[config.mk]
export PLATFORM = sky130hd
export DESIGN_NAME = controlUnit_flat
export DESIGN_NICKNAME = d
export VERILOG_FILES = /design/src/rvCore_defines.svh /design/src/rvCorePkg.sv /design/src/ctrlIf.sv /design/src/controlUnit.sv /design/src/flat_wrapper.sv
export SDC_FILE = /design/constraint.sdc
export NUM_CORES = 1
export LEC_CHECK = 0
export BUFFER_PORTS_ARGS = -buffer_cell sky130_fd_sc_hd__buf_2
export CELL_PAD_IN_SITES_DETAIL_PLACEMENT = 1
export CELL_PAD_IN_SITES_GLOBAL_PLACEMENT = 2
export CORE_ASPECT_RATIO = 1.75
export CORE_MARGIN = 2
export CORE_UTILIZATION = 13
export DETAILED_ROUTE_END_ITERATION = 12
export PLACE_DENSITY = 0.81
export SYNTH_ARGS = -nofsm -noshare
export SYNTH_HDL_FRONTEND = slang
export SYNTH_SLANG_ARGS = --single-unit
[constraint.sdc]
create_clock -name vclk -period 0.9
set_input_delay 0.09 -clock vclk [all_inputs]
set_output_delay 0.09 -clock vclk [all_outputs]
set_load 0.01 [all_outputs]
[src/rvCore_defines.svh]
`ifndef RVCORE_DEFINES_SVH
`define RVCORE_DEFINES_SVH

// Data and address width
`define XLEN 32

// Memory depths in 32-bit words
`define IMEM_WORDS 256
`define DMEM_WORDS 256

`endif

[src/rvCorePkg.sv]
package rvCorePkg;

    // Opcodes the core decodes
    typedef enum logic [6:0] {
        opReg    = 7'b0110011,
        opImm    = 7'b0010011,
        opLoad   = 7'b0000011,
        opStore  = 7'b0100011,
        opLui    = 7'b0110111,
        opAuipc  = 7'b0010111,
        opJal    = 7'b1101111,
        opJalr   = 7'b1100111,
        opBranch = 7'b1100011
    } opcode_t;

    typedef enum logic [3:0] {
        aluAdd   = 4'd0,
        aluSub   = 4'd1,
        aluAnd   = 4'd2,
        aluOr    = 4'd3,
        aluXor   = 4'd4,
        aluSll   = 4'd5,
        aluSrl   = 4'd6,
        aluSra   = 4'd7,
        aluSlt   = 4'd8,
        aluSltu  = 4'd9,
        aluPassB = 4'd10
    } aluOp_t;

    typedef enum logic [2:0] {
        immI     = 3'd0,
        immShamt = 3'd1,
        immS     = 3'd2,
        immB     = 3'd3,
        immU     = 3'd4,
        immJ     = 3'd5
    } immSrc_t;

    typedef enum logic [1:0] {
        resAlu  = 2'd0,
        resMem  = 2'd1,
        resPc4  = 2'd2,
        resNone = 2'd3
    } resultSrc_t;

    // Instruction formats, MSB first
    typedef struct packed {
        logic [6:0] funct7;
        logic [4:0] rs2;
        logic [4:0] rs1;
        logic [2:0] funct3;
        logic [4:0] rd;
        opcode_t    opcode;
    } rType_t;

    typedef struct packed {
        logic [11:0] imm;
        logic [4:0]  rs1;
        logic [2:0]  funct3;
        logic [4:0]  rd;
        opcode_t     opcode;
    } iType_t;

    typedef struct packed {
        logic [6:0] immHi;
        logic [4:0] rs2;
        logic [4:0] rs1;
        logic [2:0] funct3;
        logic [4:0] immLo;
        opcode_t    opcode;
    } sType_t;

    typedef struct packed {
        logic       imm12;
        logic [5:0] imm10_5;
        logic [4:0] rs2;
        logic [4:0] rs1;
        logic [2:0] funct3;
        logic [3:0] imm4_1;
        logic       imm11;
        opcode_t    opcode;
    } bType_t;

    typedef struct packed {
        logic [19:0] imm31_12;
        logic [4:0]  rd;
        opcode_t     opcode;
    } uType_t;

    typedef struct packed {
        logic       imm20;
        logic [9:0] imm10_1;
        logic       imm11;
        logic [7:0] imm19_12;
        logic [4:0] rd;
        opcode_t    opcode;
    } jType_t;

    // One instruction word seen through every format
    typedef union packed {
        rType_t r;
        iType_t i;
        sType_t s;
        bType_t b;
        uType_t u;
        jType_t j;
    } instrWord_t;

endpackage

[src/ctrlIf.sv]
`timescale 1ns/10ps

interface ctrlIf;
    import rvCorePkg::*;

    immSrc_t    immSrc;
    logic       pcSrc;
    logic       memWrite;
    logic       regWrite;
    aluOp_t     aluOp;
    logic       aluSrcA;
    logic       aluSrcB;
    resultSrc_t resultSrc;

    // Control unit side
    modport decoder (
        output immSrc, pcSrc, memWrite, regWrite,
        output aluOp, aluSrcA, aluSrcB, resultSrc
    );

    // Datapath side
    modport path (
        input immSrc, pcSrc, memWrite, regWrite,
        input aluOp, aluSrcA, aluSrcB, resultSrc
    );

endinterface

[src/controlUnit.sv]
`timescale 1ns/10ps

module controlUnit (
    input  rvCorePkg::instrWord_t instr,
    input  logic                  zero,
    input  logic                  less,
    input  logic                  lessU,
    ctrlIf.decoder                ctrl
);
    import rvCorePkg::*;

    logic [2:0] funct3;
    logic       funct7b5;

    assign funct3   = instr.r.funct3;
    assign funct7b5 = instr.r.funct7[5];

    always_comb begin
        // Everything inactive unless an opcode claims it
        ctrl.immSrc    = immI;
        ctrl.pcSrc     = 1'b0;
        ctrl.memWrite  = 1'b0;
        ctrl.regWrite  = 1'b0;
        ctrl.aluOp     = aluAdd;
        ctrl.aluSrcA   = 1'b0;
        ctrl.aluSrcB   = 1'b0;
        ctrl.resultSrc = resAlu;

        case (instr.r.opcode)
            opReg, opImm: begin
                ctrl.regWrite = 1'b1;
                ctrl.aluSrcB  = (instr.r.opcode == opImm);
                case (funct3)
                    // ADDI never subtracts
                    3'b000: ctrl.aluOp = (funct7b5 && instr.r.opcode == opReg) ? aluSub : aluAdd;
                    3'b001: begin
                        ctrl.aluOp  = aluSll;
                        ctrl.immSrc = immShamt;
                    end
                    3'b010: ctrl.aluOp = aluSlt;
                    3'b011: ctrl.aluOp = aluSltu;
                    3'b100: ctrl.aluOp = aluXor;
                    3'b101: begin
                        ctrl.aluOp  = funct7b5 ? aluSra : aluSrl;
                        ctrl.immSrc = immShamt;
                    end
                    3'b110: ctrl.aluOp = aluOr;
                    default: ctrl.aluOp = aluAnd;
                endcase
            end

            opLoad: begin
                ctrl.aluSrcB   = 1'b1;
                ctrl.resultSrc = resMem;
                ctrl.regWrite  = 1'b1;
            end

            opStore: begin
                ctrl.aluSrcB   = 1'b1;
                ctrl.immSrc    = immS;
                ctrl.resultSrc = resNone;
                ctrl.memWrite  = 1'b1;
            end

            opLui: begin
                ctrl.aluOp    = aluPassB;
                ctrl.aluSrcB  = 1'b1;
                ctrl.immSrc   = immU;
                ctrl.regWrite = 1'b1;
            end

            // pc plus upper immediate
            opAuipc: begin
                ctrl.aluSrcA  = 1'b1;
                ctrl.aluSrcB  = 1'b1;
                ctrl.immSrc   = immU;
                ctrl.regWrite = 1'b1;
            end

            opJal: begin
                ctrl.aluSrcA   = 1'b1;
                ctrl.aluSrcB   = 1'b1;
                ctrl.immSrc    = immJ;
                ctrl.pcSrc     = 1'b1;
                ctrl.regWrite  = 1'b1;
                ctrl.resultSrc = resPc4;
            end

            // Target is rs1 plus I immediate
            opJalr: begin
                ctrl.aluSrcB   = 1'b1;
                ctrl.pcSrc     = 1'b1;
                ctrl.regWrite  = 1'b1;
                ctrl.resultSrc = resPc4;
            end

            // ALU forms the target, flags come from the comparator
            opBranch: begin
                ctrl.aluSrcA   = 1'b1;
                ctrl.aluSrcB   = 1'b1;
                ctrl.immSrc    = immB;
                ctrl.resultSrc = resNone;
                case (funct3)
                    3'b000:  ctrl.pcSrc = zero;
                    3'b001:  ctrl.pcSrc = ~zero;
                    3'b100:  ctrl.pcSrc = less;
                    3'b101:  ctrl.pcSrc = ~less;
                    3'b110:  ctrl.pcSrc = lessU;
                    3'b111:  ctrl.pcSrc = ~lessU;
                    default: ctrl.pcSrc = 1'b0;
                endcase
            end

            default: begin
            end
        endcase
    end

    // No opcode may write memory and a register at once
    always_comb begin
        assert (!(ctrl.memWrite && ctrl.regWrite))
            else $error("memWrite and regWrite both set");
    end

endmodule

[src/flat_wrapper.sv]
// flat-port wrapper written by rule: the top's interface ports become plain ports
module controlUnit_flat import rvCorePkg::*;
  (instr, zero, less, lessU, ctrl_immSrc, ctrl_pcSrc, ctrl_memWrite, ctrl_regWrite, ctrl_aluOp, ctrl_aluSrcA, ctrl_aluSrcB, ctrl_resultSrc);
  ctrlIf ctrl_i ();
  input  rvCorePkg::instrWord_t instr;
  input  logic zero;
  input  logic less;
  input  logic lessU;
  output wire logic [$bits(ctrl_i.immSrc)-1:0] ctrl_immSrc;
  output wire logic [$bits(ctrl_i.pcSrc)-1:0] ctrl_pcSrc;
  output wire logic [$bits(ctrl_i.memWrite)-1:0] ctrl_memWrite;
  output wire logic [$bits(ctrl_i.regWrite)-1:0] ctrl_regWrite;
  output wire logic [$bits(ctrl_i.aluOp)-1:0] ctrl_aluOp;
  output wire logic [$bits(ctrl_i.aluSrcA)-1:0] ctrl_aluSrcA;
  output wire logic [$bits(ctrl_i.aluSrcB)-1:0] ctrl_aluSrcB;
  output wire logic [$bits(ctrl_i.resultSrc)-1:0] ctrl_resultSrc;
  assign ctrl_immSrc = ctrl_i.immSrc;
  assign ctrl_pcSrc = ctrl_i.pcSrc;
  assign ctrl_memWrite = ctrl_i.memWrite;
  assign ctrl_regWrite = ctrl_i.regWrite;
  assign ctrl_aluOp = ctrl_i.aluOp;
  assign ctrl_aluSrcA = ctrl_i.aluSrcA;
  assign ctrl_aluSrcB = ctrl_i.aluSrcB;
  assign ctrl_resultSrc = ctrl_i.resultSrc;
  controlUnit u_core (.instr(instr), .zero(zero), .less(less), .lessU(lessU), .ctrl(ctrl_i));
endmodule
======== Yosys cells after proc, flatten, opt, wreduce, memory -nomap -nowiden ========
Index checks and enable logic that the tools add are counted.
word-level totals
  bits in registers ....................... 0
  latch bits .............................. 0
  RAM bits ................................ 0
  memory bits (read-only) ................. 0
  input port bits ......................... 35
  output and inout bits ................... 14
  word-level logic and storage cells ...... 42
  memories kept ........................... 0
operators by class
  add/subtract/negate cells ............... 0
  multipliers ............................. 0
  divide/modulo/power cells ............... 0
  $lt $le $gt $ge ......................... 0
  eq/ne operators ......................... 16
  shift operators ......................... 0
  mux-type cells .......................... 13
  bitwise logic cells ..................... 3
  reduce and logical (&&, ||, !) cells .... 10
operators by type and width
  operator            count
  $pmux 4 s7          1
  $eq 7x6->1 const B  3
  $eq 7x7->1 const B  3
  $pmux 3 s5          1
  $eq 7x5->1 const B  2
  $reduce_or 7->1     2
  $eq 3x3->1 const B  4
  $reduce_or 2->1     5
  $pmux 4 s2          1
  $eq 7x2->1 const B  1
  $eq 3x2->1 const B  2
  $mux 1              6
  $pmux 1 s6          1
  $pmux 2 s3          1
  $pmux 1 s2          2
  $eq 3x1->1 const B  1
  $logic_not 3->1     1
  $not 1->1           3
  $reduce_or 3->1     1
  $logic_and 1x1->1   1

======== Longest topological paths before layout ========
  word-level depth ........................ 5
  mapped depth ............................ 4
  mapped depth without buffers ............ 3

======== Worst setup path after synthesis ========
No wires, ideal clock.
  kind .................................... in2out
  start point ............................. input port instr[12] in the netlist's numbering
  end point ............................... output port ctrl_pcSrc
  arrival time ............................ 0.858 ns
  data required time ...................... 0.810 ns
  setup slack ............................. -0.048 ns
  stages on the path ...................... 4
  path buffers ............................ 1
  cells stage by stage .................... buf_6 > xnor2_1 > o31a_1 > a221oi_2
between the ends
  longest elaborated chain between the ends .. 3
  elaborated cells between the ends (all ways) .. 8
  those cells by class .................... eq/ne (5); mux (2); reduce/logical (1)
RTL lines
  element                             RTL line            text
  start: declaration                  flat_wrapper.sv:5   input rvCorePkg::instrWord_t instr;
  $eq 3x3->1 (tied with other cells)  controlUnit.sv:103  case (funct3)
  $pmux 1 s6 (*)                      controlUnit.sv:103
  $pmux 1 s2 (*)                      controlUnit.sv:29   case (instr.r.opcode)
  end: declaration                    flat_wrapper.sv:10  output wire logic [$bits(ctrl_i.pcSrc)-1:0] ctrl_pcSrc;
Every way passes the cells marked *; elsewhere a longest branch is shown, timed or not.

======== Worst setup path in the final report ========
  start point ............................. input port instr[12] in the netlist's numbering
  end point ............................... output port ctrl_aluOp[0]
between the ends
  longest elaborated chain between the ends .. 3
  elaborated cells between the ends (all ways) .. 9
  those cells by class .................... eq/ne (6); mux (2); reduce/logical (1)
RTL lines
  element                             RTL line            text
  $eq 3x3->1 (tied with other cells)  controlUnit.sv:33   case (funct3)
  $pmux 4 s7 (*)                      controlUnit.sv:33
  $pmux 4 s2 (*)                      controlUnit.sv:29
  end: declaration                    flat_wrapper.sv:13  output wire logic [$bits(ctrl_i.aluOp)-1:0] ctrl_aluOp;
Marked as above.

==> results.cfg <==
[status]
status = complete, but fails checks
violations = setup timing

[placed_design]
io_buffers = 28
hpwl_um = 1530
place_congestion = 0.803
placed_area_um2 = 694

[yosys]
synth_top_area_share_pct = 7.23
synth_area_per_cell_um2 = 6.81
seq_area_frac_synth_pct = 0
syn_inst = 61
yosysTopAreaCell = a21oi_1
yosysWarnings = 0
ys_types = 29
synth_area_um2 = 415
synthTopCellsByArea = a21oi_1 7.2%, buf_4 7.2%, nand4bb_4 6.6%, nand2_1 6.3%, xnor2_1 6.3%
syn_nets = 96

[global_routing]
grt_overflow = 0
antenna_found_initial = 0
grt_usage_pct = 10.8
grt_max_degree = 9
grt_pass1_wl_um = 3130
grt_pass1_vias = 669

[pwr]
power.density_nw_per_um2 = 372
total_power_w = 0.000331
p_leak_nw = 0.385
peakVddDrop_mv = 0.146

[timing]
slew_violations = 0
min_period_ps = 1060
fin_ws_ps = -159
worst_pin_slew_ps = 234
maxSlewHeadroom_pct = 84.2
setup_viol = 13
hold_violations = 0
finalCritPeriodShare_pct = 118
rsz0062_at_grt = true
fin_hold_ws_ps = 567
timing.fmax_mhz = 944

[worst_hold_path]
min_to = ctrl_aluOp[3]
hold_class = in2out
whs_path_depth = 5
hp-start = instr[3]

[floorplanning]
start_util_pct = 13.4
num_rows = 27
boundaryPins = 49
coreArea_um2 = 3110
die_y_um = 78.8
die_w_um = 46.7
dieArea_um2 = 3680

[critical_path]
setup.worst_path.start_class = input pin
arrival_ps = 970
cp-end-kind = primary output
cp_data_required_time_ps = 810
critPathKind = in2out
path_max_fanout = 5

[final_layout]
mostFrequentLayoutCells = 21 x buf_2, 13 x buf_4, 7 x buf_6
nClkBuffers = 0
antenna-diode-count = 0
seq_cell_count = 0
final_nets = 139
area_delta_synth_final_pct = 114
seq_area_um2 = 0
layout-drive-gt1-share_pct = 66.7
fin_area_um2 = 888
final_common_cell = buf_2

[route]
routed_wl_um = 1890
drc = 0
vias = 604
route.antenna.remaining_nets = 0
routedWlPerCell_um = 13.0
drtIter0Drc = 7
drt_first_pass_iters = 2
vias_per_cell = 4.17

[job]
cap_viol_max_count = 0

[cts]
cts_hold_buffers = 0
## synthesized netlist by cell type (all sizes together), types with 2 or more instances
library cell and instances:
a21oi 6, buf 5, nand2 7, nand2b 2, nor2 6, nor2b 4, nor3 5, o21ai 4
xnor2 3
## cell families after synthesis
family / Yosys count / synth area share, %
simple gates: 33 / 50.3
xor+xnor: 4 / 8.44
compound gates: 17 / 28.0
mux: 1 / 2.41
buf+inv: 6 / 10.8
## stage by stage
step / util (%) / std cells / setup slack [ps] / setup TNS, ps
6_report: 28.6 / 145 / -159 / -959
4_1_cts: 26.4 / 144 / -171 / -1290
2_1_floorplan: - / 61 / -33.9 / -33.9
3_3_place_gp: 22.3 / 143 / -227 / -1920
5_1_grt: 28.6 / 145 / -209 / -1770
3_5_place_dp: 22.3 / 143 / -270 / -2230
## cell type report
cell class | instances | area [um^2]
Timing Repair Buffer | 46 | 354
Tap cell | 43 | 53.8
Multi-Input combinational cell | 55 | 477
Fill cell | 398 | 2220
Inverter | 1 | 3.75
## worst max-delay path: stages
cell,delay (ps)
buf_6,110
buf_4,150
nand3b_1,180
a311oi_2,270
buf_2,180
## worst max-delay path by stage
stage                   start            end  slack, ps
floorplan           instr[12]     ctrl_pcSrc        -30
global placement     instr[4]     ctrl_pcSrc       -230
detailed placement   instr[5]  ctrl_aluOp[0]       -270
CTS                  instr[4]     ctrl_pcSrc       -170
global route         instr[4]     ctrl_pcSrc       -210
finish              instr[12]  ctrl_aluOp[0]       -160
## report_power, final
group / switching [W] / leakage (nW) / internal (W)
logic: 0.000154 / 0.385 / 0.000176
registers: 0 / 0 / 0
clock network: 0 / 0 / 0
total: 0.000154 / 0.385 / 0.000176
## metal layers
metal | GRT usage [%] | vias up | wire length (um)
met5 | 0 | - | 0
met3 | 0 | 0 | 68
met1 | 12.7 | 285 | 651
met2 | 21.7 | 17 | 1170
met4 | 0.278 | 0 | 0
li1 | - | 302 | -
## timing repair
action / CTS / global route
pin swaps: 8 / 10
gates resized for setup: 32 / 16
endpoints found under the setup margin: 14 / 14
setup buffers: 1 / 1
Power figures use the tool's default switching activity.
