===== config.mk =====
export PLATFORM = sky130hd
export DESIGN_NAME = datapath_flat
export DESIGN_NICKNAME = d
export VERILOG_FILES = /design/src/rvCorePkg.sv /design/src/ctrlIf.sv /design/src/aluUnit.sv /design/src/regFile.sv /design/src/datapath.sv /design/src/flat_wrapper.sv
export VERILOG_INCLUDE_DIRS = /design/src
export SDC_FILE = /design/constraint.sdc
export NUM_CORES = 2
export LEC_CHECK = 0
export BUFFER_PORTS_ARGS = -buffer_cell sky130_fd_sc_hd__buf_4
export CAP_MARGIN = 40
export CORE_UTILIZATION = 35
export DETAILED_ROUTE_END_ITERATION = 16
export GPL_TIMING_DRIVEN = 0
export PLACE_DENSITY = 0.52
export SYNTH_ARGS = -nofsm -noshare
export SYNTH_HDL_FRONTEND = slang
export SYNTH_SLANG_ARGS = --single-unit

===== constraint.sdc =====
create_clock -name clk -period 13 [get_ports clk]
set_input_delay 2.6 -clock clk [delete_from_list [all_inputs] [get_ports clk]]
set_output_delay 2.6 -clock clk [all_outputs]
set_load 0.02 [all_outputs]

===== src/rvCore_defines.svh =====
`ifndef RVCORE_DEFINES_SVH
`define RVCORE_DEFINES_SVH

// Data and address width
`define XLEN 32

// Memory depths in 32-bit words
`define IMEM_WORDS 256
`define DMEM_WORDS 256

`endif


===== src/rvCorePkg.sv =====
package rvCorePkg;

    // Opcodes the core decodes
    typedef enum logic [6:0] {
        opReg    = 7'b0110011,
        opImm    = 7'b0010011,
        opLoad   = 7'b0000011,
        opStore  = 7'b0100011,
        opLui    = 7'b0110111,
        opAuipc  = 7'b0010111,
        opJal    = 7'b1101111,
        opJalr   = 7'b1100111,
        opBranch = 7'b1100011
    } opcode_t;

    typedef enum logic [3:0] {
        aluAdd   = 4'd0,
        aluSub   = 4'd1,
        aluAnd   = 4'd2,
        aluOr    = 4'd3,
        aluXor   = 4'd4,
        aluSll   = 4'd5,
        aluSrl   = 4'd6,
        aluSra   = 4'd7,
        aluSlt   = 4'd8,
        aluSltu  = 4'd9,
        aluPassB = 4'd10
    } aluOp_t;

    typedef enum logic [2:0] {
        immI     = 3'd0,
        immShamt = 3'd1,
        immS     = 3'd2,
        immB     = 3'd3,
        immU     = 3'd4,
        immJ     = 3'd5
    } immSrc_t;

    typedef enum logic [1:0] {
        resAlu  = 2'd0,
        resMem  = 2'd1,
        resPc4  = 2'd2,
        resNone = 2'd3
    } resultSrc_t;

    // Instruction formats, MSB first
    typedef struct packed {
        logic [6:0] funct7;
        logic [4:0] rs2;
        logic [4:0] rs1;
        logic [2:0] funct3;
        logic [4:0] rd;
        opcode_t    opcode;
    } rType_t;

    typedef struct packed {
        logic [11:0] imm;
        logic [4:0]  rs1;
        logic [2:0]  funct3;
        logic [4:0]  rd;
        opcode_t     opcode;
    } iType_t;

    typedef struct packed {
        logic [6:0] immHi;
        logic [4:0] rs2;
        logic [4:0] rs1;
        logic [2:0] funct3;
        logic [4:0] immLo;
        opcode_t    opcode;
    } sType_t;

    typedef struct packed {
        logic       imm12;
        logic [5:0] imm10_5;
        logic [4:0] rs2;
        logic [4:0] rs1;
        logic [2:0] funct3;
        logic [3:0] imm4_1;
        logic       imm11;
        opcode_t    opcode;
    } bType_t;

    typedef struct packed {
        logic [19:0] imm31_12;
        logic [4:0]  rd;
        opcode_t     opcode;
    } uType_t;

    typedef struct packed {
        logic       imm20;
        logic [9:0] imm10_1;
        logic       imm11;
        logic [7:0] imm19_12;
        logic [4:0] rd;
        opcode_t    opcode;
    } jType_t;

    // One instruction word seen through every format
    typedef union packed {
        rType_t r;
        iType_t i;
        sType_t s;
        bType_t b;
        uType_t u;
        jType_t j;
    } instrWord_t;

endpackage


===== src/ctrlIf.sv =====
`timescale 1ns/10ps

interface ctrlIf;
    import rvCorePkg::*;

    immSrc_t    immSrc;
    logic       pcSrc;
    logic       memWrite;
    logic       regWrite;
    aluOp_t     aluOp;
    logic       aluSrcA;
    logic       aluSrcB;
    resultSrc_t resultSrc;

    // Control unit side
    modport decoder (
        output immSrc, pcSrc, memWrite, regWrite,
        output aluOp, aluSrcA, aluSrcB, resultSrc
    );

    // Datapath side
    modport path (
        input immSrc, pcSrc, memWrite, regWrite,
        input aluOp, aluSrcA, aluSrcB, resultSrc
    );

endinterface


===== src/aluUnit.sv =====
`timescale 1ns/10ps
`include "rvCore_defines.svh"

module aluUnit (
    input  logic [`XLEN-1:0] srcA,
    input  logic [`XLEN-1:0] srcB,
    input  logic [`XLEN-1:0] rs1Val,
    input  logic [`XLEN-1:0] rs2Val,
    input  rvCorePkg::aluOp_t aluOp,
    output logic [`XLEN-1:0] result,
    output logic             zero,
    output logic             less,
    output logic             lessU
);
    import rvCorePkg::*;

    logic [4:0] shamt;

    assign shamt = srcB[4:0];

    always_comb begin
        case (aluOp)
            aluAdd:   result = srcA + srcB;
            aluSub:   result = srcA - srcB;
            aluAnd:   result = srcA & srcB;
            aluOr:    result = srcA | srcB;
            aluXor:   result = srcA ^ srcB;
            aluSll:   result = srcA << shamt;
            aluSrl:   result = srcA >> shamt;
            aluSra:   result = $unsigned($signed(srcA) >>> shamt);
            aluSlt:   result = {{(`XLEN-1){1'b0}}, $signed(srcA) < $signed(srcB)};
            aluSltu:  result = {{(`XLEN-1){1'b0}}, srcA < srcB};
            aluPassB: result = srcB;
            default:  result = '0;
        endcase
    end

    // Branch comparator on the register values
    assign zero  = (rs1Val == rs2Val);
    assign less  = ($signed(rs1Val) < $signed(rs2Val));
    assign lessU = (rs1Val < rs2Val);

endmodule


===== src/regFile.sv =====
`timescale 1ns/10ps
`include "rvCore_defines.svh"

module regFile (
    input  logic             clk,
    input  logic             arstN,
    input  logic             we,
    input  logic [4:0]       rs1Addr,
    input  logic [4:0]       rs2Addr,
    input  logic [4:0]       rdAddr,
    input  logic [`XLEN-1:0] rdData,
    output logic [`XLEN-1:0] rs1Val,
    output logic [`XLEN-1:0] rs2Val
);

    logic [`XLEN-1:0] regs [32];

    always_ff @(posedge clk or negedge arstN) begin
        if (!arstN) begin
            regs <= '{default: '0};
        end else if (we && rdAddr != 5'd0) begin
            regs[rdAddr] <= rdData;
        end
    end

    assign rs1Val = regs[rs1Addr];
    assign rs2Val = regs[rs2Addr];

    // x0 stays zero for the whole run
    assert property (@(posedge clk) disable iff (!arstN)
        (rs1Addr == 5'd0) |-> (rs1Val == '0));
    assert property (@(posedge clk) disable iff (!arstN)
        (rs2Addr == 5'd0) |-> (rs2Val == '0));

endmodule


===== src/datapath.sv =====
`timescale 1ns/10ps
`include "rvCore_defines.svh"

module datapath (
    input  logic                  clk,
    input  logic                  arstN,
    input  rvCorePkg::instrWord_t instr,
    input  logic [`XLEN-1:0]      memRdata,
    ctrlIf.path                   ctrl,
    output logic [`XLEN-1:0]      pc,
    output logic [`XLEN-1:0]      memAddr,
    output logic [`XLEN-1:0]      memWdata,
    output logic                  memWe,
    output logic                  zero,
    output logic                  less,
    output logic                  lessU,
    output logic                  wbEn,
    output logic [4:0]            wbAddr,
    output logic [`XLEN-1:0]      wbData
);
    import rvCorePkg::*;

    logic             running;
    logic             regWe;
    logic [`XLEN-1:0] pcPlus4;
    logic [`XLEN-1:0] nextPc;
    logic [`XLEN-1:0] imm;
    logic [`XLEN-1:0] rs1Val;
    logic [`XLEN-1:0] rs2Val;
    logic [`XLEN-1:0] srcA;
    logic [`XLEN-1:0] srcB;
    logic [`XLEN-1:0] aluResult;

    // Sets on the first edge after reset release
    always_ff @(posedge clk or negedge arstN) begin
        if (!arstN) begin
            running <= 1'b0;
        end else begin
            running <= 1'b1;
        end
    end

    always_ff @(posedge clk or negedge arstN) begin
        if (!arstN) begin
            pc <= '0;
        end else if (running) begin
            pc <= nextPc;
        end
    end

    assign pcPlus4 = pc + `XLEN'd4;
    // Bit 0 cleared for JALR, already zero for JAL and branches
    assign nextPc  = ctrl.pcSrc ? {aluResult[`XLEN-1:1], 1'b0} : pcPlus4;

    always_comb begin
        case (ctrl.immSrc)
            immI:     imm = {{20{instr.i.imm[11]}}, instr.i.imm};
            immShamt: imm = {27'd0, instr.r.rs2};
            immS:     imm = {{20{instr.s.immHi[6]}}, instr.s.immHi, instr.s.immLo};
            immB:     imm = {{19{instr.b.imm12}}, instr.b.imm12, instr.b.imm11,
                             instr.b.imm10_5, instr.b.imm4_1, 1'b0};
            immU:     imm = {instr.u.imm31_12, 12'd0};
            immJ:     imm = {{11{instr.j.imm20}}, instr.j.imm20, instr.j.imm19_12,
                             instr.j.imm11, instr.j.imm10_1, 1'b0};
            default:  imm = '0;
        endcase
    end

    assign srcA = ctrl.aluSrcA ? pc : rs1Val;
    assign srcB = ctrl.aluSrcB ? imm : rs2Val;

    regFile u_regFile (
        .clk     (clk),
        .arstN   (arstN),
        .we      (regWe),
        .rs1Addr (instr.r.rs1),
        .rs2Addr (instr.r.rs2),
        .rdAddr  (instr.r.rd),
        .rdData  (wbData),
        .rs1Val  (rs1Val),
        .rs2Val  (rs2Val)
    );

    aluUnit u_aluUnit (
        .srcA   (srcA),
        .srcB   (srcB),
        .rs1Val (rs1Val),
        .rs2Val (rs2Val),
        .aluOp  (ctrl.aluOp),
        .result (aluResult),
        .zero   (zero),
        .less   (less),
        .lessU  (lessU)
    );

    // Write-back select
    always_comb begin
        case (ctrl.resultSrc)
            resAlu:  wbData = aluResult;
            resMem:  wbData = memRdata;
            resPc4:  wbData = pcPlus4;
            default: wbData = '0;
        endcase
    end

    assign regWe  = ctrl.regWrite && running;
    assign wbEn   = regWe && (instr.r.rd != 5'd0);
    assign wbAddr = instr.r.rd;

    assign memAddr  = aluResult;
    assign memWdata = rs2Val;
    assign memWe    = ctrl.memWrite && running;

endmodule


===== src/flat_wrapper.sv =====
// flat-port wrapper written by rule: the top's interface ports become plain ports
module datapath_flat import rvCorePkg::*;
  (clk, arstN, instr, memRdata, pc, memAddr, memWdata, memWe, zero, less, lessU, wbEn, wbAddr, wbData, ctrl_immSrc, ctrl_pcSrc, ctrl_memWrite, ctrl_regWrite, ctrl_aluOp, ctrl_aluSrcA, ctrl_aluSrcB, ctrl_resultSrc);
  ctrlIf ctrl_i ();
  input  logic clk;
  input  logic arstN;
  input  rvCorePkg::instrWord_t instr;
  input  logic [`XLEN-1:0] memRdata;
  output logic [`XLEN-1:0] pc;
  output logic [`XLEN-1:0] memAddr;
  output logic [`XLEN-1:0] memWdata;
  output logic memWe;
  output logic zero;
  output logic less;
  output logic lessU;
  output logic wbEn;
  output logic [4:0] wbAddr;
  output logic [`XLEN-1:0] wbData;
  input wire logic [$bits(ctrl_i.immSrc)-1:0] ctrl_immSrc;
  input wire logic [$bits(ctrl_i.pcSrc)-1:0] ctrl_pcSrc;
  input wire logic [$bits(ctrl_i.memWrite)-1:0] ctrl_memWrite;
  input wire logic [$bits(ctrl_i.regWrite)-1:0] ctrl_regWrite;
  input wire logic [$bits(ctrl_i.aluOp)-1:0] ctrl_aluOp;
  input wire logic [$bits(ctrl_i.aluSrcA)-1:0] ctrl_aluSrcA;
  input wire logic [$bits(ctrl_i.aluSrcB)-1:0] ctrl_aluSrcB;
  input wire logic [$bits(ctrl_i.resultSrc)-1:0] ctrl_resultSrc;
  assign ctrl_i.immSrc = ctrl_immSrc;
  assign ctrl_i.pcSrc = ctrl_pcSrc;
  assign ctrl_i.memWrite = ctrl_memWrite;
  assign ctrl_i.regWrite = ctrl_regWrite;
  assign ctrl_i.aluOp = ctrl_aluOp;
  assign ctrl_i.aluSrcA = ctrl_aluSrcA;
  assign ctrl_i.aluSrcB = ctrl_aluSrcB;
  assign ctrl_i.resultSrc = ctrl_resultSrc;
  datapath u_core (.clk(clk), .arstN(arstN), .instr(instr), .memRdata(memRdata), .ctrl(ctrl_i), .pc(pc), .memAddr(memAddr), .memWdata(memWdata), .memWe(memWe), .zero(zero), .less(less), .lessU(lessU), .wbEn(wbEn), .wbAddr(wbAddr), .wbData(wbData));
endmodule

## Word-level counts from Yosys, hierarchy flattened

Cells that the tools add are included.

- Input port bits: 80
- Bits in registers: 1,057
- Output and inout bits: 138

- Mux-type cells: 15
- $add $sub $neg: 3
- Magnitude comparators: 8
- Equal/unequal tests: 18
- Reductions and logical operators: 8
- Bitwise logic cells: 6
- Shifts and indexed selects: 3

Operators by type and width:

| cell | number |
|---|---|
| bitwise mux 1024 bit | 1 |
| one-hot mux 32 bit (11 select lines) | 1 |
| binary-select mux 32 bit (select 5 bit) | 2 |
| two-way mux 32 bit | 8 |
| one-hot mux 32 bit (6 select lines) | 1 |
| demux 32 bit (select 5 bit) | 1 |
| less-than comparator 32 bit | 4 |
| one-hot mux 32 bit (3 select lines) | 1 |
| adder 32 x 3 -> 32 bit, second input constant | 1 |
| adder 32 bit | 1 |
| bitwise AND 32 bit | 1 |
| == test 32 bit | 1 |
| OR 32 bit | 1 |
| << shifter 32 x 5 -> 32 bit | 1 |
| right shift 32 x 5 -> 32 bit | 1 |
| >>> shifter 32 x 5 -> 32 bit | 1 |
| subtractor 32 bit | 1 |
| XOR 32 bit | 1 |
| >= comparator 6 bit, second input constant | 3 |
| inverter 5 -> 6 bit | 3 |
| == test 4 x 3 -> 1 bit, second input constant | 4 |
| == test 4 bit, second input constant | 3 |
| == test 4 x 2 -> 1 bit, second input constant | 2 |
| == test 3 x 2 -> 1 bit, second input constant | 2 |
| other kinds (11) | 15 |

## Logic depth before layout (Yosys ltp)

- Word-level depth: 9
- Depth in mapped cells: 30
- Mapped depth without buffers: 21

## Hierarchy

Synthesis repeated with hierarchy kept, for this count alone.

- Cells, all modules: 6,551
- Area, all modules: 69,842.0 um2

Modules (own cells, without submodules):

| module | times used | sequential area each (um2) | cells an instance | area each (um2) |
|---|---|---|---|---|
| regFile | 1 | 25,624.6 | 4,601 | 55,927.4 |
| aluUnit | 1 | 0.0 | 1,399 | 9,869.5 |
| datapath | 1 | 800.8 | 551 | 4,045.1 |

## Worst setup path after synthesis

Ideal clock, no wire load.

- Path type: in2out
- From: input port instr[21] in the netlist's numbering
- To: output port wbData[29]
- Stages: 23
- Slack: 1,835 ps
- Required time: 10,400 ps
- Data arrival time: 8,565 ps
- Path through: buf_2 -> buf_2 -> buf_2 -> buf_1 -> clkbuf_1 -> clkbuf_1 -> mux4_2 -> mux4_2 -> mux2i_1 -> o21ai_1 -> ha_1 -> clkbuf_1 -> a2111oi_0 -> a21oi_1 -> a2111oi_0 -> o21ai_0 -> o21ai_0 -> xnor2_1 -> a221o_1 -> a211oi_1 -> a2bb2oi_1 -> buf_2 -> inv_1

- Cells in the longest elaborated chain, start to end: 8
- Elaborated cells on any way between the ends: 16
- Classes of those cells: add/sub (2); shift (3); mux (7); bitwise (4)

Ends and longest elaborated chain:

| item | RTL line | text |
|---|---|---|
| start, declared | flat_wrapper.sv:7 | `input rvCorePkg::instrWord_t instr;` |
| inverter 5 -> 6 bit (not written as such) | regFile.sv:27 | `assign rs2Val = regs[rs2Addr];` |
| binary-select mux 32 bit (select 5 bit) | regFile.sv:27 |  |
| two-way mux 32 bit (not written as such) (2 in series) | regFile.sv:27 |  |
| two-way mux 32 bit (*) | datapath.sv:70 | `assign srcB = ctrl.aluSrcB ? imm : rs2Val;` |
| subtractor 32 bit, or another cell as far along | aluUnit.sv:24 | `aluSub: result = srcA - srcB;` |
| one-hot mux 32 bit (11 select lines) (*) | aluUnit.sv:22 | `case (aluOp)` |
| one-hot mux 32 bit (3 select lines) (*) | datapath.sv:98 | `case (ctrl.resultSrc)` |
| end, declared | flat_wrapper.sv:18 | `` output logic [`XLEN-1:0] wbData; `` |

Mark *: on every way between the ends. The rest lies on a longest branch, timed or not. The select of a mux whose other input is x is not followed.

## Final worst setup path

- From: input port instr[17] in the netlist's numbering
- To: output port wbData[2]

- Cells in the longest elaborated chain, start to end: 8
- Elaborated cells on any way between the ends: 15
- Classes of those cells: add/sub (2); shift (3); mux (6); bitwise (4)

Ends and longest elaborated chain:

| item | RTL line | text |
|---|---|---|
| inverter 5 -> 6 bit (not written as such) (*) | regFile.sv:26 | `assign rs1Val = regs[rs1Addr];` |
| binary-select mux 32 bit (select 5 bit) (*) | regFile.sv:26 |  |
| two-way mux 32 bit (not written as such) (*) (2 in series) | regFile.sv:26 |  |
| two-way mux 32 bit (*) | datapath.sv:69 | `assign srcA = ctrl.aluSrcA ? pc : rs1Val;` |
| subtractor 32 bit, or another cell as far along | aluUnit.sv:24 |  |
| one-hot mux 32 bit (11 select lines) (*) | aluUnit.sv:22 |  |
| one-hot mux 32 bit (3 select lines) (*) | datapath.sv:98 |  |

Marked as above.

==> metrics.txt <==
# TYPE chip_impl_metric gauge
chip_impl_metric{name="antenna_found_initial",unit=""} 34
chip_impl_metric{name="cts_hold_repair.buffers",unit=""} 0
chip_impl_metric{name="clk_latency",unit="ps"} 850
chip_impl_metric{name="synthDominantCellAreaShare",unit=""} 0.3806
chip_impl_info{name="synth_most_common_cell",value="sky130_fd_sc_hd__dfrtp_1"} 1
chip_impl_metric{name="grt_pass1_vias",unit=""} 67950
chip_impl_metric{name="final.setup_skew",unit="ps"} 72.81
chip_impl_info{name="setup.worst_path.end",value="wbData[2]"} 1
chip_impl_info{name="synth.top_cells.by_area",value="sky130_fd_sc_hd__dfrtp_1, sky130_fd_sc_hd__mux2i_1, sky130_fd_sc_hd__mux4_2"} 1
chip_impl_metric{name="synth_xor_xnor_area_share",unit=""} 0.006560
chip_impl_metric{name="numClockSinks",unit=""} 1056
chip_impl_metric{name="synth_warnings",unit=""} 0
chip_impl_metric{name="layout_overhead_on_the_synthesized_area",unit="%"} 21.23
chip_impl_info{name="regToRegStartpoint",value="u_core.u_regFile.regs[770]$_DFFE_PN0P_"} 1
chip_impl_metric{name="dp.final_hpwl",unit="µm"} 353100
chip_impl_metric{name="critical_path_required",unit="ps"} 10400
chip_impl_info{name="failed_checks",value="negative setup slack"} 1
chip_impl_metric{name="max_fo_critical_path",unit=""} 10
chip_impl_info{name="regToRegEndpoint",value="u_core.u_regFile.regs[556]$_DFFE_PN0P_"} 1
chip_impl_metric{name="nets",unit=""} 8053
chip_impl_metric{name="core-area",unit="µm²"} 197200
chip_impl_metric{name="dpl.cell_count",unit=""} 10330
chip_impl_metric{name="route.detailed.wl_per_inst",unit="µm"} 43.58
chip_impl_metric{name="drv.max_cap_violation_count",unit=""} 0
chip_impl_metric{name="cp_data_arrival_time",unit="ps"} 10750
chip_impl_info{name="cp-start-kind",value="input pin"} 1
chip_impl_metric{name="max_slew.worst_pin.slew",unit="ps"} 1102
chip_impl_info{name="synth_top_cell_by_area",value="sky130_fd_sc_hd__dfrtp_1"} 1
chip_impl_info{name="hp-class",value="flop to flop"} 1
chip_impl_metric{name="drtPass1Iterations",unit=""} 6
chip_impl_metric{name="worst-r2r-setup-slack",unit="ps"} 5160
chip_impl_metric{name="synth.cell_area",unit="µm²"} 69430
chip_impl_metric{name="yosys.area_share.simple",unit=""} 0.1088
chip_impl_metric{name="drt_wl_total",unit="µm"} 461800
chip_impl_info{name="critical_path.cell_chain",value="buf_4 -> buf_2 -> nor2b_1 -> buf_2 -> buf_2 -> buf_2 -> buf_4 -> a22oi_1 -> a21oi_1 -> nor4_1 -> nand2_1 -> nand2_1 -> inv_1 -> mux2i_1 -> mux2i_1 -> a22oi_1 -> a211oi_1 -> o211ai_1 -> a21boi_1 -> buf_4 -> clkbuf_1 -> inv_1 -> buf_4"} 1
chip_impl_metric{name="final-instance-count-excl-fill",unit=""} 10600
chip_impl_metric{name="grt_max_degree",unit=""} 172
chip_impl_metric{name="hold_viol_final",unit=""} 0
chip_impl_metric{name="clkSlewWorstSetupHoldPaths",unit="ps"} 60
chip_impl_info{name="critPathKind",value="input pin to output port"} 1
chip_impl_metric{name="post_synth.cell_area_avg",unit="µm²"} 9.698
chip_impl_metric{name="reg2regPathDepth",unit=""} 27
chip_impl_info{name="netlist_top_cells_count",value="sky130_fd_sc_hd__dfrtp_1, sky130_fd_sc_hd__nor2_1, sky130_fd_sc_hd__a21oi_1"} 1
chip_impl_metric{name="drv_slew",unit=""} 0
chip_impl_metric{name="die_w",unit="µm"} 447.4
chip_impl_metric{name="fmaxAchievable",unit="MHz"} 74.90
chip_impl_info{name="synth_ff_type",value="sky130_fd_sc_hd__dfrtp_1"} 1
chip_impl_metric{name="worstSetupPathDepth",unit=""} 23
chip_impl_metric{name="setup_viol_count_final",unit=""} 8
chip_impl_metric{name="detail_route.vias_per_cell",unit=""} 6.744
chip_impl_info{name="dominant_combinational_cell_family_by_area_after_synthesis",value="multiplexers"} 1
chip_impl_metric{name="synth-adder-area-share",unit=""} 0.02401
chip_impl_metric{name="ys_seq_area_frac",unit=""} 0.3806
chip_impl_metric{name="htreeDepth",unit=""} 4
chip_impl_info{name="critical_path.startpoint",value="instr[17]"} 1
chip_impl_metric{name="drtIter0Drc",unit=""} 10890
chip_impl_metric{name="tritoncts.num_buffers",unit=""} 133
chip_impl_metric{name="die_area",unit="µm²"} 200100
chip_impl_metric{name="async_flop_share",unit=""} 1.000
chip_impl_metric{name="postLayoutSetupSlackWorst",unit="ps"} -351.2
chip_impl_metric{name="port-buffer-count",unit=""} 201
chip_impl_metric{name="drtAntennaViolNets",unit=""} 0
chip_impl_metric{name="synth-compound-area-share",unit=""} 0.1973
chip_impl_metric{name="period_needed",unit="ps"} 13350
chip_impl_metric{name="maxSlewHeadroom",unit=""} 0.2653
chip_impl_info{name="root_buffer_master",value="sky130_fd_sc_hd__clkbuf_16"} 1
chip_impl_metric{name="cts-root-to-sink-buffers",unit=""} 3
chip_impl_info{name="worstSetupEndpointType",value="output port"} 1
chip_impl_metric{name="synthesis.instances",unit=""} 7159
chip_impl_info{name="cts_tree",value="done"} 1
chip_impl_metric{name="placementRows",unit=""} 163
chip_impl_info{name="slowest_stage",value="sky130_fd_sc_hd__a211oi_1"} 1
chip_impl_metric{name="grt_overflow",unit=""} 0
chip_impl_metric{name="drc",unit=""} 0
chip_impl_metric{name="max-vdd-ir-drop",unit="V"} 0.0001396
chip_impl_metric{name="yosys.cell_types.count",unit=""} 119
chip_impl_metric{name="fin_total_pwr",unit="µW"} 13230
chip_impl_metric{name="ios",unit=""} 218
chip_impl_metric{name="power_leakage",unit="µW"} 0.03679
chip_impl_metric{name="layout-drive-gt1-share",unit=""} 0.2120
chip_impl_metric{name="synth_enable_flop_cells",unit=""} 0
chip_impl_metric{name="total_number_of_vias",unit=""} 71460
chip_impl_info{name="top_family_by_delay_on_critical_path",value="buffers and inverters"} 1
chip_impl_metric{name="post_synth_mux_area_share",unit=""} 0.2177
chip_impl_metric{name="min_period_over_period",unit=""} 1.027
chip_impl_metric{name="dieHeight",unit="µm"} 447.4
chip_impl_metric{name="synth-seq-cells",unit=""} 1056
chip_impl_metric{name="syn-num-nets",unit=""} 7371
chip_impl_metric{name="largest_incremental_delay_on_the_critical_path",unit="ps"} 820
chip_impl_metric{name="grt_use_total",unit=""} 0.4530
chip_impl_metric{name="wire_length_of_the_first_global_routing_pass",unit="µm"} 611300
chip_impl_metric{name="routabilityCongestion",unit=""} 1.076
chip_impl_metric{name="initial_core_util",unit=""} 0.3520
chip_impl_metric{name="critPathBufInv",unit=""} 11
chip_impl_info{name="outcome",value="finished, violations left"} 1
chip_impl_metric{name="power-per-cell-area",unit="nW/µm²"} 157.1
-- cell type report --
| type | instances | area (µm²) |
|---|---|---|
| multi-input cells | 5224 | 39390 |
| inverters | 163 | 620.6 |
| well taps | 2640 | 3303 |
| clock buffers | 190 | 3845 |
| flip-flops and latches | 1056 | 26430 |
| repair buffers | 561 | 5876 |
| plain buffers | 702 | 4051 |
| diodes | 14 | 35.03 |
| fillers | 19290 | 113100 |
| clock inverters | 46 | 621.8 |
-- worst reg2reg max path, cell delays in order (launching register included) --
cell and delay (ps):
sky130_fd_sc_hd__dfrtp_1 590, sky130_fd_sc_hd__mux2i_1 180, sky130_fd_sc_hd__a22oi_1 270, sky130_fd_sc_hd__a21oi_1 160, sky130_fd_sc_hd__o41ai_4 680, sky130_fd_sc_hd__nand2_2 280
sky130_fd_sc_hd__buf_2 340, sky130_fd_sc_hd__buf_4 300, sky130_fd_sc_hd__clkbuf_1 150, sky130_fd_sc_hd__buf_6 170, sky130_fd_sc_hd__clkbuf_1 190, sky130_fd_sc_hd__buf_8 190
sky130_fd_sc_hd__ha_1 440, sky130_fd_sc_hd__o21bai_1 130, sky130_fd_sc_hd__a21oi_1 310, sky130_fd_sc_hd__o21bai_1 170, sky130_fd_sc_hd__a41o_2 370, sky130_fd_sc_hd__a21oi_1 170
sky130_fd_sc_hd__nor2_1 80, sky130_fd_sc_hd__or2_2 290, sky130_fd_sc_hd__a221oi_1 340, sky130_fd_sc_hd__o221ai_1 260, sky130_fd_sc_hd__buf_4 270, sky130_fd_sc_hd__a22o_1 250
sky130_fd_sc_hd__nor3b_4 410, sky130_fd_sc_hd__buf_6 290, sky130_fd_sc_hd__clkbuf_2 280, sky130_fd_sc_hd__o21ai_0 120
-- power breakdown --
part           internal, µW  switching, µW
combinational          1780           3100
sequential             3860            615
clock                  2250           1620
-- kinds of logic (layout without fill, tap and decap cells) --
kind of cell / Yosys count / after routing
buf+inv: 879 / 1662
fa+ha+maj: 132 / 132
mux: 1102 / 1102
other cells: 2 / 16
xor+xnor: 52 / 52
flops: 1056 / 1056
compound gates: 2168 / 2168
simple gates: 1768 / 1768
-- cells in the final DEF (no fill, tap or decap), types with 180 or more instances in the layout --
cell type                  count
sky130_fd_sc_hd__clkbuf_1    382
sky130_fd_sc_hd__a21oi_1     706
sky130_fd_sc_hd__buf_4       366
sky130_fd_sc_hd__mux2i_1     681
sky130_fd_sc_hd__a31oi_1     368
sky130_fd_sc_hd__a22oi_1     309
sky130_fd_sc_hd__nor2_1      921
sky130_fd_sc_hd__mux4_2      292
sky130_fd_sc_hd__o21ai_0     271
sky130_fd_sc_hd__nand2_1     457
sky130_fd_sc_hd__buf_6       180
sky130_fd_sc_hd__dfrtp_1    1056
-- worst min-delay path by stage --
stage	startpoint	end	slack [ps]	cells past startpoint
after floorplan	u_core.u_regFile.regs[1000]$_DFFE_PN0P_	u_core.u_regFile.regs[1000]$_DFFE_PN0P_	450	1
after global placement	u_core.u_regFile.regs[1004]$_DFFE_PN0P_	u_core.u_regFile.regs[1004]$_DFFE_PN0P_	460	1
final	u_core.u_regFile.regs[1023]$_DFFE_PN0P_	u_core.u_regFile.regs[1023]$_DFFE_PN0P_	480	1
after CTS	u_core.u_regFile.regs[1023]$_DFFE_PN0P_	u_core.u_regFile.regs[1023]$_DFFE_PN0P_	480	1
after detailed placement	u_core.u_regFile.regs[1003]$_DFFE_PN0P_	u_core.u_regFile.regs[1003]$_DFFE_PN0P_	470	1
after global routing	u_core.u_regFile.regs[1003]$_DFFE_PN0P_	u_core.u_regFile.regs[1003]$_DFFE_PN0P_	500	1
-- stage by stage --
stage	cell area, µm²	hold WS (ps)	TNS [ps]	utilization	setup WS [ps]
2_1_floorplan	69430	445.1	0	-	1835
3_3_place_gp	74240	460.2	-5768170	0.3764	-5532
3_5_place_dp	78530	465.5	-71740	0.3982	-2379
4_1_cts	83690	482.4	0	0.4244	15.80
5_1_grt	84130	500.4	-13.59	0.4266	-13.59
6_report	84160	482.6	-806.0	0.4268	-351.2
-- sequential cells by signal, summed over array words and instances, names as in the netlist --
| name | count |
|---|---|
| u_core.u_regFile.regs | 1024 |
| u_core.pc | 31 |
| u_core.running | 1 |
-- timing repair --
action,4_1_cts,5_1_grt
resized for setup,123,64
buffers inserted,17,8
setup endpoints to repair,56,23
gates cloned,0,0
pin swaps,14,16
-- layer usage --
layer,GRT usage,share of wire,wire length (µm),vias up
met5,0,0.00039,179,-
met4,0.4299,0.12,53700,26
met3,0.1552,0.12,55080,1879
met2,0.6530,0.42,191800,5771
met1,0.5228,0.35,161000,35850
li1,-,-,-,27930
No activity file was read; power rests on OpenSTA's default activity.
